[src/design/keypadPkg.sv]
//////////////////////////////////////////////////////////////////////
// keypad definitions
// geometry of the 4x4 hex keypad, the row and column line types,
// the key code and the scanner state encoding
//////////////////////////////////////////////////////////////////////

`default_nettype none

package keypadPkg;

    // keypad geometry
    localparam int numRows = 4;
    localparam int numCols = 4;

    // one-hot row drive, bit n drives row n
    typedef logic [numRows-1:0] rowLines_t;

    // column sense lines, high while a key in the driven row is closed
    typedef logic [numCols-1:0] colLines_t;

    // hex value of a key
    typedef logic [3:0] keyCode_t;

    // scanner state
    // scanning walks the rows, holding keeps the pressed key's row driven
    typedef enum logic {
        scanning,
        holding
    } scanState_t;

endpackage

`default_nettype wire

[src/design/displayPkg.sv]
//////////////////////////////////////////////////////////////////////
// display definitions
// digit and segment types for the two-digit seven-segment display
//////////////////////////////////////////////////////////////////////

`default_nettype none

package displayPkg;

    // digits on the display, left and right
    localparam int numDigits = 2;

    // one displayed hex digit
    typedef logic [3:0] digit_t;

    // segment lines, active low
    // bit 0 is segment a, bit 6 is segment g
    typedef logic [6:0] segments_t;

endpackage

`default_nettype wire

[src/design/keypadScanner.sv]
//////////////////////////////////////////////////////////////////////
// keypad scanner
// drives the keypad rows one at a time, reads the columns through a
// two-flop synchronizer and decodes a closed key into its hex code.
// a found key keeps its row driven until its column drops.
//////////////////////////////////////////////////////////////////////

`default_nettype none

module keypadScanner
    import keypadPkg::*;
(
    input  logic      clk,
    input  logic      reset,
    input  colLines_t col,
    output rowLines_t row,
    output logic      keyValid,
    output keyCode_t  keyCode
);

    localparam int rowBits    = $clog2(numRows);
    localparam int colBits    = $clog2(numCols);
    localparam int syncDepth  = 2;
    localparam int settleBits = $clog2(syncDepth + 1);

    // key at each row and column of the pad
    localparam keyCode_t keyMap [numRows][numCols] = '{
        '{4'hA, 4'h0, 4'hB, 4'hF},
        '{4'h7, 4'h8, 4'h9, 4'hE},
        '{4'h4, 4'h5, 4'h6, 4'hD},
        '{4'h1, 4'h2, 4'h3, 4'hC}
    };

    colLines_t              colMeta;
    colLines_t              colSync;
    scanState_t             state;
    logic [rowBits-1:0]     rowIdx;
    logic [rowBits-1:0]     heldRow;
    logic [colBits-1:0]     heldCol;
    logic [settleBits-1:0]  settle;
    logic [rowBits-1:0]     hitRow;
    logic [colBits-1:0]     hitCol;
    logic                   hit;
    logic                   released;

    // two-flop column synchronizer
    always_ff @(posedge clk or posedge reset) begin
        if (reset) begin
            colMeta <= '0;
            colSync <= '0;
        end else begin
            colMeta <= col;
            colSync <= colMeta;
        end
    end

    // synchronized columns belong to the row driven syncDepth cycles ago
    assign hitRow = rowIdx - rowBits'(syncDepth);

    // lowest set column wins
    always_comb begin
        hitCol = '0;
        for (int c = numCols - 1; c >= 0; c--) begin
            if (colSync[c]) begin
                hitCol = colBits'(c);
            end
        end
    end

    // after a state change the synchronizer still carries the old row,
    // so decisions wait until it has flushed
    assign hit      = (colSync != '0) && (settle == '0);
    assign released = !colSync[heldCol] && (settle == '0);

    assign row = rowLines_t'(1) << ((state == holding) ? heldRow : rowIdx);

    always_ff @(posedge clk or posedge reset) begin
        if (reset) begin
            state    <= scanning;
            rowIdx   <= '0;
            heldRow  <= '0;
            heldCol  <= '0;
            settle   <= '0;
            keyValid <= 1'b0;
        end else begin
            if (settle != '0) begin
                settle <= settle - 1'b1;
            end
            case (state)
                scanning: begin
                    if (hit) begin
                        state    <= holding;
                        heldRow  <= hitRow;
                        heldCol  <= hitCol;
                        settle   <= settleBits'(syncDepth);
                        keyValid <= 1'b1;
                    end else begin
                        rowIdx <= rowIdx + 1'b1;
                    end
                end
                holding: begin
                    if (released) begin
                        // resume on the row after the released key
                        state    <= scanning;
                        rowIdx   <= heldRow + 1'b1;
                        settle   <= settleBits'(syncDepth);
                        keyValid <= 1'b0;
                    end
                end
            endcase
        end
    end

    // key code, captured with the hit
    always_ff @(posedge clk) begin
        if ((state == scanning) && hit) begin
            keyCode <= keyMap[hitRow][hitCol];
        end
    end

endmodule

`default_nettype wire

[src/design/keyDebouncer.sv]
//////////////////////////////////////////////////////////////////////
// key debouncer
// accepts a key once its code has stayed valid and unchanged for a
// set number of cycles and keeps the last two accepted keys.
// each accepted key moves the right digit to the left digit.
//////////////////////////////////////////////////////////////////////

`default_nettype none

module keyDebouncer
    import keypadPkg::*, displayPkg::*;
#(
    parameter int debounceCycles = 10
) (
    input  logic     clk,
    input  logic     reset,
    input  logic     keyValid,
    input  keyCode_t keyCode,
    output digit_t   leftDigit,
    output digit_t   rightDigit
);

    localparam int cntBits = $clog2(debounceCycles + 1);

    keyCode_t           prevCode;
    logic [cntBits-1:0] stableCount;
    logic               accepted;
    logic               sameKey;

    assign sameKey = keyValid && (keyCode == prevCode);

    always_ff @(posedge clk or posedge reset) begin
        if (reset) begin
            prevCode    <= '0;
            stableCount <= '0;
            accepted    <= 1'b0;
            leftDigit   <= '0;
            rightDigit  <= '0;
        end else begin
            prevCode <= keyCode;
            if (!keyValid) begin
                // release arms the next press
                stableCount <= '0;
                accepted    <= 1'b0;
            end else if (!sameKey) begin
                stableCount <= '0;
            end else if (!accepted) begin
                if (stableCount == cntBits'(debounceCycles)) begin
                    // stable long enough, shift the history once
                    leftDigit  <= rightDigit;
                    rightDigit <= keyCode;
                    accepted   <= 1'b1;
                end else begin
                    stableCount <= stableCount + 1'b1;
                end
            end
        end
    end

endmodule

`default_nettype wire

[src/design/digitDisplay.sv]
//////////////////////////////////////////////////////////////////////
// digit display
// time-multiplexes two hex digits onto one set of active-low
// segment lines, alternating the anodes from a refresh counter
//////////////////////////////////////////////////////////////////////

`default_nettype none

module digitDisplay
    import displayPkg::*;
#(
    parameter int refreshExp = 18
) (
    input  logic      clk,
    input  logic      reset,
    input  digit_t    leftDigit,
    input  digit_t    rightDigit,
    output segments_t seg,
    output logic      anodeLeft,
    output logic      anodeRight
);

    localparam int numPatterns = 2 ** $bits(digit_t);

    // lit segments per hex value, active high, bits g..a
    localparam segments_t segTable [numPatterns] = '{
        7'b0111111,
        7'b0000110,
        7'b1011011,
        7'b1001111,
        7'b1100110,
        7'b1101101,
        7'b1111101,
        7'b0000111,
        7'b1111111,
        7'b1100111,
        7'b1110111,
        7'b1111100,
        7'b1011000,
        7'b1011110,
        7'b1111001,
        7'b1110001
    };

    logic [refreshExp:0] refreshCount;
    digit_t              digits [numDigits];
    digit_t              shownDigit;

    // free-running refresh counter
    always_ff @(posedge clk or posedge reset) begin
        if (reset) begin
            refreshCount <= '0;
        end else begin
            refreshCount <= refreshCount + 1'b1;
        end
    end

    // top bit picks the digit, each half period lights one side
    assign anodeLeft  = refreshCount[refreshExp];
    assign anodeRight = ~anodeLeft;

    // index 1 is the left digit
    assign digits[0] = rightDigit;
    assign digits[1] = leftDigit;

    assign shownDigit = digits[anodeLeft];

    // segments are active low on the board
    assign seg = ~segTable[shownDigit];

endmodule

`default_nettype wire

[src/design/keypadDisplay.sv]
//////////////////////////////////////////////////////////////////////
// keypad display top level
// scans a 4x4 hex keypad and shows the last two accepted keys on a
// two-digit multiplexed seven-segment display
//////////////////////////////////////////////////////////////////////

`default_nettype none

module keypadDisplay
    import keypadPkg::*, displayPkg::*;
#(
    parameter int debounceCycles = 10,
    parameter int refreshExp     = 18
) (
    input  logic      clk,
    input  logic      reset,
    input  colLines_t col,
    output rowLines_t row,
    output segments_t seg,
    output logic      anodeLeft,
    output logic      anodeRight
);

    logic     keyValid;
    keyCode_t keyCode;
    digit_t   leftDigit;
    digit_t   rightDigit;

    keypadScanner scanner (
        .clk      (clk),
        .reset    (reset),
        .col      (col),
        .row      (row),
        .keyValid (keyValid),
        .keyCode  (keyCode)
    );

    keyDebouncer #(
        .debounceCycles (debounceCycles)
    ) debouncer (
        .clk        (clk),
        .reset      (reset),
        .keyValid   (keyValid),
        .keyCode    (keyCode),
        .leftDigit  (leftDigit),
        .rightDigit (rightDigit)
    );

    digitDisplay #(
        .refreshExp (refreshExp)
    ) display (
        .clk        (clk),
        .reset      (reset),
        .leftDigit  (leftDigit),
        .rightDigit (rightDigit),
        .seg        (seg),
        .anodeLeft  (anodeLeft),
        .anodeRight (anodeRight)
    );

endmodule

`default_nettype wire

[config.mk]
export PLATFORM = sky130hd
export DESIGN_NAME = keypadDisplay
export DESIGN_NICKNAME = d
export VERILOG_FILES = /design/src/design/keypadPkg.sv /design/src/design/displayPkg.sv /design/src/design/keypadScanner.sv /design/src/design/keyDebouncer.sv /design/src/design/digitDisplay.sv /design/src/design/keypadDisplay.sv
export SDC_FILE = /design/constraint.sdc
export NUM_CORES = 1
export LEC_CHECK = 0
export ABC_AREA = 1
export BUFFER_PORTS_ARGS = -buffer_cell sky130_fd_sc_hd__buf_2
export CORE_MARGIN = 2
export CORE_UTILIZATION = 47
export DETAILED_ROUTE_END_ITERATION = 7
export SLEW_MARGIN = 25
export SYNTH_ARGS = -nofsm -noshare
export SYNTH_HDL_FRONTEND = slang
export SYNTH_SLANG_ARGS = --single-unit
[constraint.sdc]
create_clock -name clk -period 2.4 [get_ports clk]
set_input_delay 0.72 -clock clk [delete_from_list [all_inputs] [get_ports clk]]
set_output_delay 0.72 -clock clk [all_outputs]
set_load 0.01 [all_outputs]
==> run summary, run 1 <==
The run gives 9.99 mm as the wire length of the first global-routing pass. The total net switching power is 0.899 mW, and the synthesized instance count is 348. For the worst setup slack after placement, the log shows 110 ps. Dividing total power by cell area gives a power density of 730 nW/µm².

For this run, the share of the core covered by cells in the final layout is 58.4%. The run gives 395 MHz as the highest achievable clock rate. The tree is rooted in a sky130_fd_sc_hd__clkbuf_8.

The layout cell share with drive strength beyond 1 works out to 24.2%. For this run, the detailed router's first-pass iteration total came to 4. The peak supply drop was 0.712 mV; the slew at the pin closest to its max-slew limit was 485 ps.

The number of filler cells placed in the layout is 562, and the overall die height is 84.5 µm. The proportion of power drawn by flip-flops and latches was 46.4%; the summed instance area of the synthesized netlist was 3050 µm². In the final layout, flip-flops and latches occupy 1470 µm². CTS built an H-tree with a depth of 3. In this run, the number of DRC markers left after iteration 0 of detailed routing was 100. For the max-slew violation total from the final report, the log shows 0.

The register bit total from synthesis was 58; the time the final worst path needs with I/O delays and setup was 2530 ps. Setup violations remaining at the end of the flow were counted as 7. Ranked by total cell area, the synthesized netlist is headed by sky130_fd_sc_hd__dfrtp_1 (44%), sky130_fd_sc_hd__nand2_1 (11%), sky130_fd_sc_hd__ha_1 (7.4%).

The kind of start point of the critical path was a flop. In this run, the combinational gates consume 25.3% of the power. The die extent in x was 84.5 µm. The worst setup path is of the reg -> out kind. The tools report the number of global-route vias before repair as 2284. Tracing the worst setup path back leads to its startpoint at display.refreshCount[18]. The synthesized netlist devotes 25.1% of its cell area to simple gates. The top cell types in the final layout, fill and taps aside, are sky130_fd_sc_hd__nand2_1 (90), sky130_fd_sc_hd__dfrtp_1 (53), sky130_fd_sc_hd__inv_1 (39), sky130_fd_sc_hd__nor2_1 (21). Once detail routing completed, the nets flagged for antenna violations numbered 0. The area share of xor/xnor cells in the synthesized design came out at 4.60%. Final worst setup slack: -130 ps.

After synthesis, the share of cell area in mux cells is 0%. The count of max-cap constraint violations came out at 0. During I/O placement, the number of pins put on the boundary was 19. The layout net count was 416.

The completed layout was analyzed and its total power is 2.69 mW. The flow ran to the end, but the final reports show violations. The number of remaining DRC errors was 0. The portion of synthesized cell area occupied by the leading cell type was 44.3%; the maximum clock insertion buffer count was 2.

The clock-pin slew reported for the worst setup and hold paths after clock tree synthesis came out at 60 ps. The total count of hold-check failures in the final report was 0. After synthesis, the largest family of logic cells by area is simple AND/OR/NAND/NOR gates. The multi-input combinational cells in the finished layout cover a total of 1510 µm². Summing the areas of all compound-gate instances in the mapped netlist gives 8.05% of the synthesized area. Summing the areas of all fa, ha and maj instances in the mapped netlist gives 7.39% of the synthesized area. Routability-driven placement finished with a final weighted congestion of 0.910.

Dividing the detail-routed wire length by the instance count gives 11.5 µm. 0 antenna diodes ended up in the layout. For this block, the via count after detailed routing is 2299. The type of the worst min-delay path was reg -> reg.

When the netlist entered floorplanning its net count stood at 372. The netlist uses 31 different library cells. For this block, the routed nets add up to 5.44 mm of wire. For this run, the slowest stage of the critical path takes 400 ps. The library cell used most frequently in the layout, excluding fill and tap cells, is sky130_fd_sc_hd__nand2_1. The total routing resource utilization after global routing was 17.4%. Dividing the final minimum period by the clock period gives 105%. The mean instance size in the synthesized netlist works out to 8.76 µm². For this run the aggregate overflow at the end of global routing stands at 0. Once the floorplan was initialized, standard cells occupied 48.3% of the core. The data arrival time of the critical path is 1810 ps. Yosys printed 0 warnings. The critical path goes through buf_6 > o21ai_4 > ha_4 > a21oi_2 > o21ai_1 > nand2_1 > buf_2.

The internal portion of the total power is 1.79 mW. The vias per cell came out at 4.85. The area of the core is 6310 µm². TritonCTS built the clock tree.

The slowest stage of the critical path belongs to the cell sky130_fd_sc_hd__dfrtp_1. The origin of the worst min-delay path is scanner.colMeta[0]. The required arrival time at the worst endpoint is 1680 ps, and the growth of design area from synthesis to finish is 21.0%. The maximum number of pins on one net before global-route repair is 34.

Detailed placement finished with a half-perimeter wire length of 3.74 mm. The tools report the initial antenna violation count as 0. The startpoint of the lowest-slack register-to-register path was debouncer.stableCount[0].

For the post-route setup TNS, the log shows -740 ps. The floorplan has 29 rows. The gate family responsible for the most delay along the worst path is compound AO/OA/AOI/OAI gates. The clock drives 58 sinks.

For the static leakage power, the log shows 1.79 nW. In this run switching power makes up 33.4% of total power. Critical-path maximum fanout: 7. Together, buffers and inverters on the worst path number 2.

The max-slew headroom at the worst pin came out at 67.6%. After synthesis, flip-flops and latches occupy 48.3% of the total area. The count of hold buffers inserted by post-cts repair is 0, and the die footprint is 7150 µm². STA classifies the critical path endpoint as a primary output.

Port buffering added 18 buffers. The later pin in the worst-skew pair is clocked with a latency of 330 ps. On the final layout, the worst clock skew is 8.83 ps. Setup repair after global routing could not meet its margin everywhere. The synthesized design spends more area on one cell type than any other, namely sky130_fd_sc_hd__dfrtp_1. The number of buffers inserted during clock tree synthesis is 9. The final reports fail on setup timing. The clock network accounts for 28.3% of the total power.
## cells by family after synthesis
logic type,after synthesis
buffers and inverters,51
DFF,58
adders and majority gates,18
xor gates and xnor gates,16
AOI/OAI and AO/OA,42
and+or+nand+nor,163
## flip-flops by register name (all words and copies together), names as in the netlist
| register | cells |
|---|---|
| scanner.heldCol | 2 |
| scanner.colSync | 4 |
| debouncer.rightDigit | 4 |
| debouncer.prevCode | 4 |
| display.refreshCount | 19 |
| scanner.state | 1 |
| debouncer.stableCount | 4 |
| scanner.rowIdx | 2 |
| debouncer.accepted | 1 |
| scanner.colMeta | 4 |
| scanner.heldRow | 2 |
| scanner.keyValid | 1 |
| debouncer.leftDigit | 4 |
| scanner.settle | 2 |
| scanner.keyCode | 4 |
## through the flow
step,hold WS (ps),instance area (µm²),instances
3_3_place_gp,333,3250,444
4_1_cts,356,3600,470
2_1_floorplan,331,3050,348
5_1_grt,362,3690,474
6_report,351,3690,474
3_5_place_dp,337,3250,444
## worst paths after layout
path                       cells past startpoint  slack (ps)                  endpoint
max                                            7        -130                    seg[3]
max in group asynchronous                      3        1440  display.refreshCount[13]
min in group asynchronous                      2         410         scanner.rowIdx[0]
min reg2reg                                    0         350        scanner.colSync[0]
max reg2reg                                    7         790    debouncer.leftDigit[1]
min                                            0         350        scanner.colSync[0]
## final cells by class
type / instances / area share [%]
clock buffer: 13 / 4.04
clock inverter: 3 / 0.407
inverter: 49 / 5.12
multi-input combinational: 239 / 41.0
sequential: 58 / 39.9
tap: 77 / 2.61
timing repair buffer: 35 / 6.92
## Yosys cell counts, drive strengths merged
master  number
o211ai       2
xor2        11
o21ai       31
nand4       11
nor3         5
o22ai        3
buf          2
edfxtp       4
dfrtp       54
or2          5
a21oi        6
clkinv       1
nand2       93
nor2        28
inv         48
xnor2        5
nand3       21
ha          18
## per-layer routing
layer  vias up  global-route usage [%]  routed length (µm)
met2        35                    28.4                2550
met3        15                    3.44                 155
met1      1052                    21.6                2560
li1       1197                       -                   -
met5         -                       0                   0
met4         0                    9.81                 180
## power groups by stage
stage	combinational, mW	sequential [mW]	clock (mW)
after floorplan	0.507	1.23	0
after global placement	0.633	1.26	0
after detailed placement	0.649	1.26	0
after CTS	0.662	1.25	0.782
after global routing	0.814	1.27	0.835
final	0.681	1.25	0.762
## timing repair
action	CTS	global route
endpoints found under the setup margin	11	11
resized for setup	34	14
buffers inserted	10	5
pin swaps	7	8
No activity file was read; power rests on OpenSTA's default activity.
==> run 2, diff against run 1 <==
--- a/config.mk
+++ b/config.mk
@@ -8,8 +8,11 @@
 export ABC_AREA = 1
 export BUFFER_PORTS_ARGS = -buffer_cell sky130_fd_sc_hd__buf_2
 export CORE_MARGIN = 2
-export CORE_UTILIZATION = 47
+export CORE_UTILIZATION = 60
+export CTS_BUF_LIST = sky130_fd_sc_hd__clkbuf_8
 export DETAILED_ROUTE_END_ITERATION = 7
+export MAX_ROUTING_LAYER = met4
+export PLACE_DENSITY = 0.79
 export SLEW_MARGIN = 25
 export SYNTH_ARGS = -nofsm -noshare
 export SYNTH_HDL_FRONTEND = slang
==> run 2 against run 1 <==
  * The run still ends with setup timing left
  * Routed wire length up 12%
  * Global-route usage up 5.8 points
  * Worst setup slack worse by 40 ps
  * Largest cell class unchanged
  * Highest routed layer unchanged
==> run summary, run 2 (synthesis gave the netlist of run 1 again) <==
The run finished, with violations left. The final reports fail on setup timing. The run gives 25 (-14%) as the count of standard-cell rows. The count of max-cap constraint violations is 0 (unchanged). The final weighted congestion of routability-driven global placement was 0.804 (-12%); the total routing resource utilization after global routing was 23.2% (+5.8 points).

Internal power consumption: 1.75 mW (-2.7%). The gate family responsible for the most delay along the worst path is compound AO/OA/AOI/OAI gates. Critical-path maximum fanout: 7 (unchanged). The number of remaining DRC errors is 0 (unchanged), and the max-slew headroom at the worst pin is 69.7% (+2.1 points).

The top-level I/O count was 19 (unchanged). The top cell types in the final layout, fill and taps aside, are sky130_fd_sc_hd__nand2_1 (89), sky130_fd_sc_hd__dfrtp_1 (53), sky130_fd_sc_hd__inv_1 (41), sky130_fd_sc_hd__nor2_1 (21). The fraction of power spent switching nets is 33.9% (+0.49 points). The quantity of I/O buffers inserted on ports was 18 (unchanged); the maximum number of pins on one net before global-route repair was 55 (+62%). The flip-flop count of the largest register after layout works out to 19 (unchanged).

The clock power share is 26.7% (-1.6 points). The logs give 353 (-37%) for the number of filler cells placed in the layout and 2209 (-3.3%) for the number of global-route vias before repair. The most frequent standard cell in the layout excluding fill and tap cells is sky130_fd_sc_hd__nand2_1. The final worst setup slack was -170 ps (-39.5 ps); the count of hold buffers inserted by post-cts repair was 0 (unchanged). The slew at the pin closest to its max-slew limit is 452 ps (-32.9 ps), and the total iterations of the first detailed-routing run is 7 (+3). For the antenna diode count, the log shows 0 (unchanged). The run gives 2427 (+5.6%) as the total vias in the final route. Type of the worst min-delay path: reg -> reg. The data arrival time of the critical path is 1850 ps (+40 ps), and the maximum clock insertion buffer count is 2 (unchanged). Required arrival time at the worst endpoint: 1680 ps (about the same). The ratio of total power to cell area is 718 nW/µm² (-1.7%), and the total count of hold-check failures in the final report is 0 (unchanged). Register ranked first by flip-flop count: display.refreshCount. The post-detailed-routing wire length is 6.09 mm (+12%). The die extent in x is 75.3 µm (-11%), and the combinational cell fraction of total power is 26.0% (+0.7 points). The share of the cycle needed by the critical path after routing came out at 107% (+1.6 points). The logs give 0 (unchanged) for the max-slew violation total from the final report and 330 ps (about the same) for the clock insertion delay at the later pin of the skew report.

Cell with the largest stage delay on the worst path: sky130_fd_sc_hd__dfrtp_1. The tools report the initial antenna violation count as 0 (unchanged). The DRC marker count from the first detailed-route iteration was 115 (+15%). The static leakage power came out at 1.80 nW (+0.83%). The total net switching power was 0.895 mW (-0.49%); the half-perimeter wire length after detailed placement was 3.62 mm (-3.3%).

The reg2reg setup slack was 720 ps (-70 ps). TritonCTS built the clock tree. The worst setup path is captured at a primary output. The overall die height was 75.3 µm (-11%). The final clock skew is 10.5 ps (+1.67 ps). Setup repair after global routing could not meet its margin everywhere. The total number of H-tree levels is 3 (unchanged).

The clock-pin slew reported for the worst setup and hold paths after clock tree synthesis is 70 ps (about the same), and the layout net count is 420 (+0.96%). The tools report the highest achievable clock rate as 389 MHz (-1.5%). The proportion of power drawn by flip-flops and latches was 47.4% (+1.0 points). Walking the worst path, the cells encountered are buf_6 > o21ai_4 > ha_4 > a21oi_2 > o21ai_1 > nand2_1 > buf_2. The tools report the kind of start point of the critical path as a flop. The post-route standard cell area excluding fillers came out at 3680 µm² (-0.27%).

Peak supply drop: 0.717 mV (+0.73%). The root cell of the clock tree was sky130_fd_sc_hd__clkbuf_8. The tools report the global-route congestion overflow total as 0 (unchanged). The worst setup path is of the reg -> out kind. The time the final worst path needs with I/O delays and setup is 2570 ps (+39.5 ps). For the clock sink count, the log shows 58 (unchanged).

The initial cell density of the core is 63.3% (+15 points), and the die footprint is 5670 µm² (-21%). The final setup violation count was 8 (+1). The buffers plus inverters on the worst setup path works out to 2 (unchanged).

Wire length of the first global-routing pass: 9.29 mm (-7.0%). Delay of the slowest critical-path stage: 410 ps (about the same). The wire length per cell is 13.0 µm (+13%), and the growth of design area from synthesis to finish is 20.6%. Layout cell share with drive strength beyond 1: 24.2% (about the same). For the area of the core, the log shows 4820 µm² (-24%). The number of nets with antenna violations after detailed routing was 0 (unchanged). The vias per cell came out at 5.19 (+6.9%). The standard cell area after detailed placement is 3240 µm² (-0.38%). For the number of buffers inserted during clock tree synthesis, the log shows 9 (unchanged).

Worst setup slack after placement: 95.7 ps (-14.2 ps).
-- run 2: timing repair --
action,CTS,global route
gates resized for setup,36,7
endpoints found under the setup margin,11,11
buffers inserted,11,7
gates cloned,0,0
endpoints found under the hold margin,0,0
pin swaps,12,6
-- run 2: metal layers --
metal	track usage [%]	share of wire (%)	routed length [µm]	vias up
met3	5.49	4.2	253	16
met1	24.8	43	2600	1125
met4	10.3	1.8	110	0
li1	-	-	-	1217
met5	-	0	0	-
met2	40.6	51	3120	69
-- run 2: power by group through the flow --
stage	sequential, mW	combinational [mW]	clock, mW
after floorplan	1.23	0.507	0
after global placement	1.25	0.620	0
after detailed placement	1.26	0.639	0
after CTS	1.26	0.663	0.711
after global routing	1.27	0.807	0.766
final	1.25	0.686	0.704
-- run 2: path summary, 6_finish.rpt --
path / from / to / cells after the start
worst max-delay path: display.refreshCount[18] / seg[3] / 7
worst min-delay path: scanner.colMeta[0] / scanner.colSync[0] / 0
worst max register to register: debouncer.stableCount[0] / debouncer.leftDigit[3] / 7
worst min register to register: scanner.colMeta[0] / scanner.colSync[0] / 0
max in group asynchronous: reset / scanner.state / 3
min in group asynchronous: reset / debouncer.stableCount[0] / 3
-- run 2: cell type report --
class	instances	area (µm²)	area share, %
clock inverter	7	28.8	0.783
sequential	58	1470	40.0
inverter	49	189	5.14
tap	67	83.8	2.28
clock buffer	9	124	3.37
timing repair buffer	39	282	7.66
multi-input combinational	239	1500	40.7
-- run 2: stage by stage --
stage,power (mW),hold WS [ps],utilization [%],instances,TNS [ps]
2_1_floorplan,1.74,331,-,348,0
3_3_place_gp,1.87,332,67.3,434,0
3_5_place_dp,1.90,336,67.3,434,0
4_1_cts,2.63,349,74.7,461,-378
5_1_grt,2.84,352,76.3,468,-1210
6_report,2.64,347,76.3,468,-859
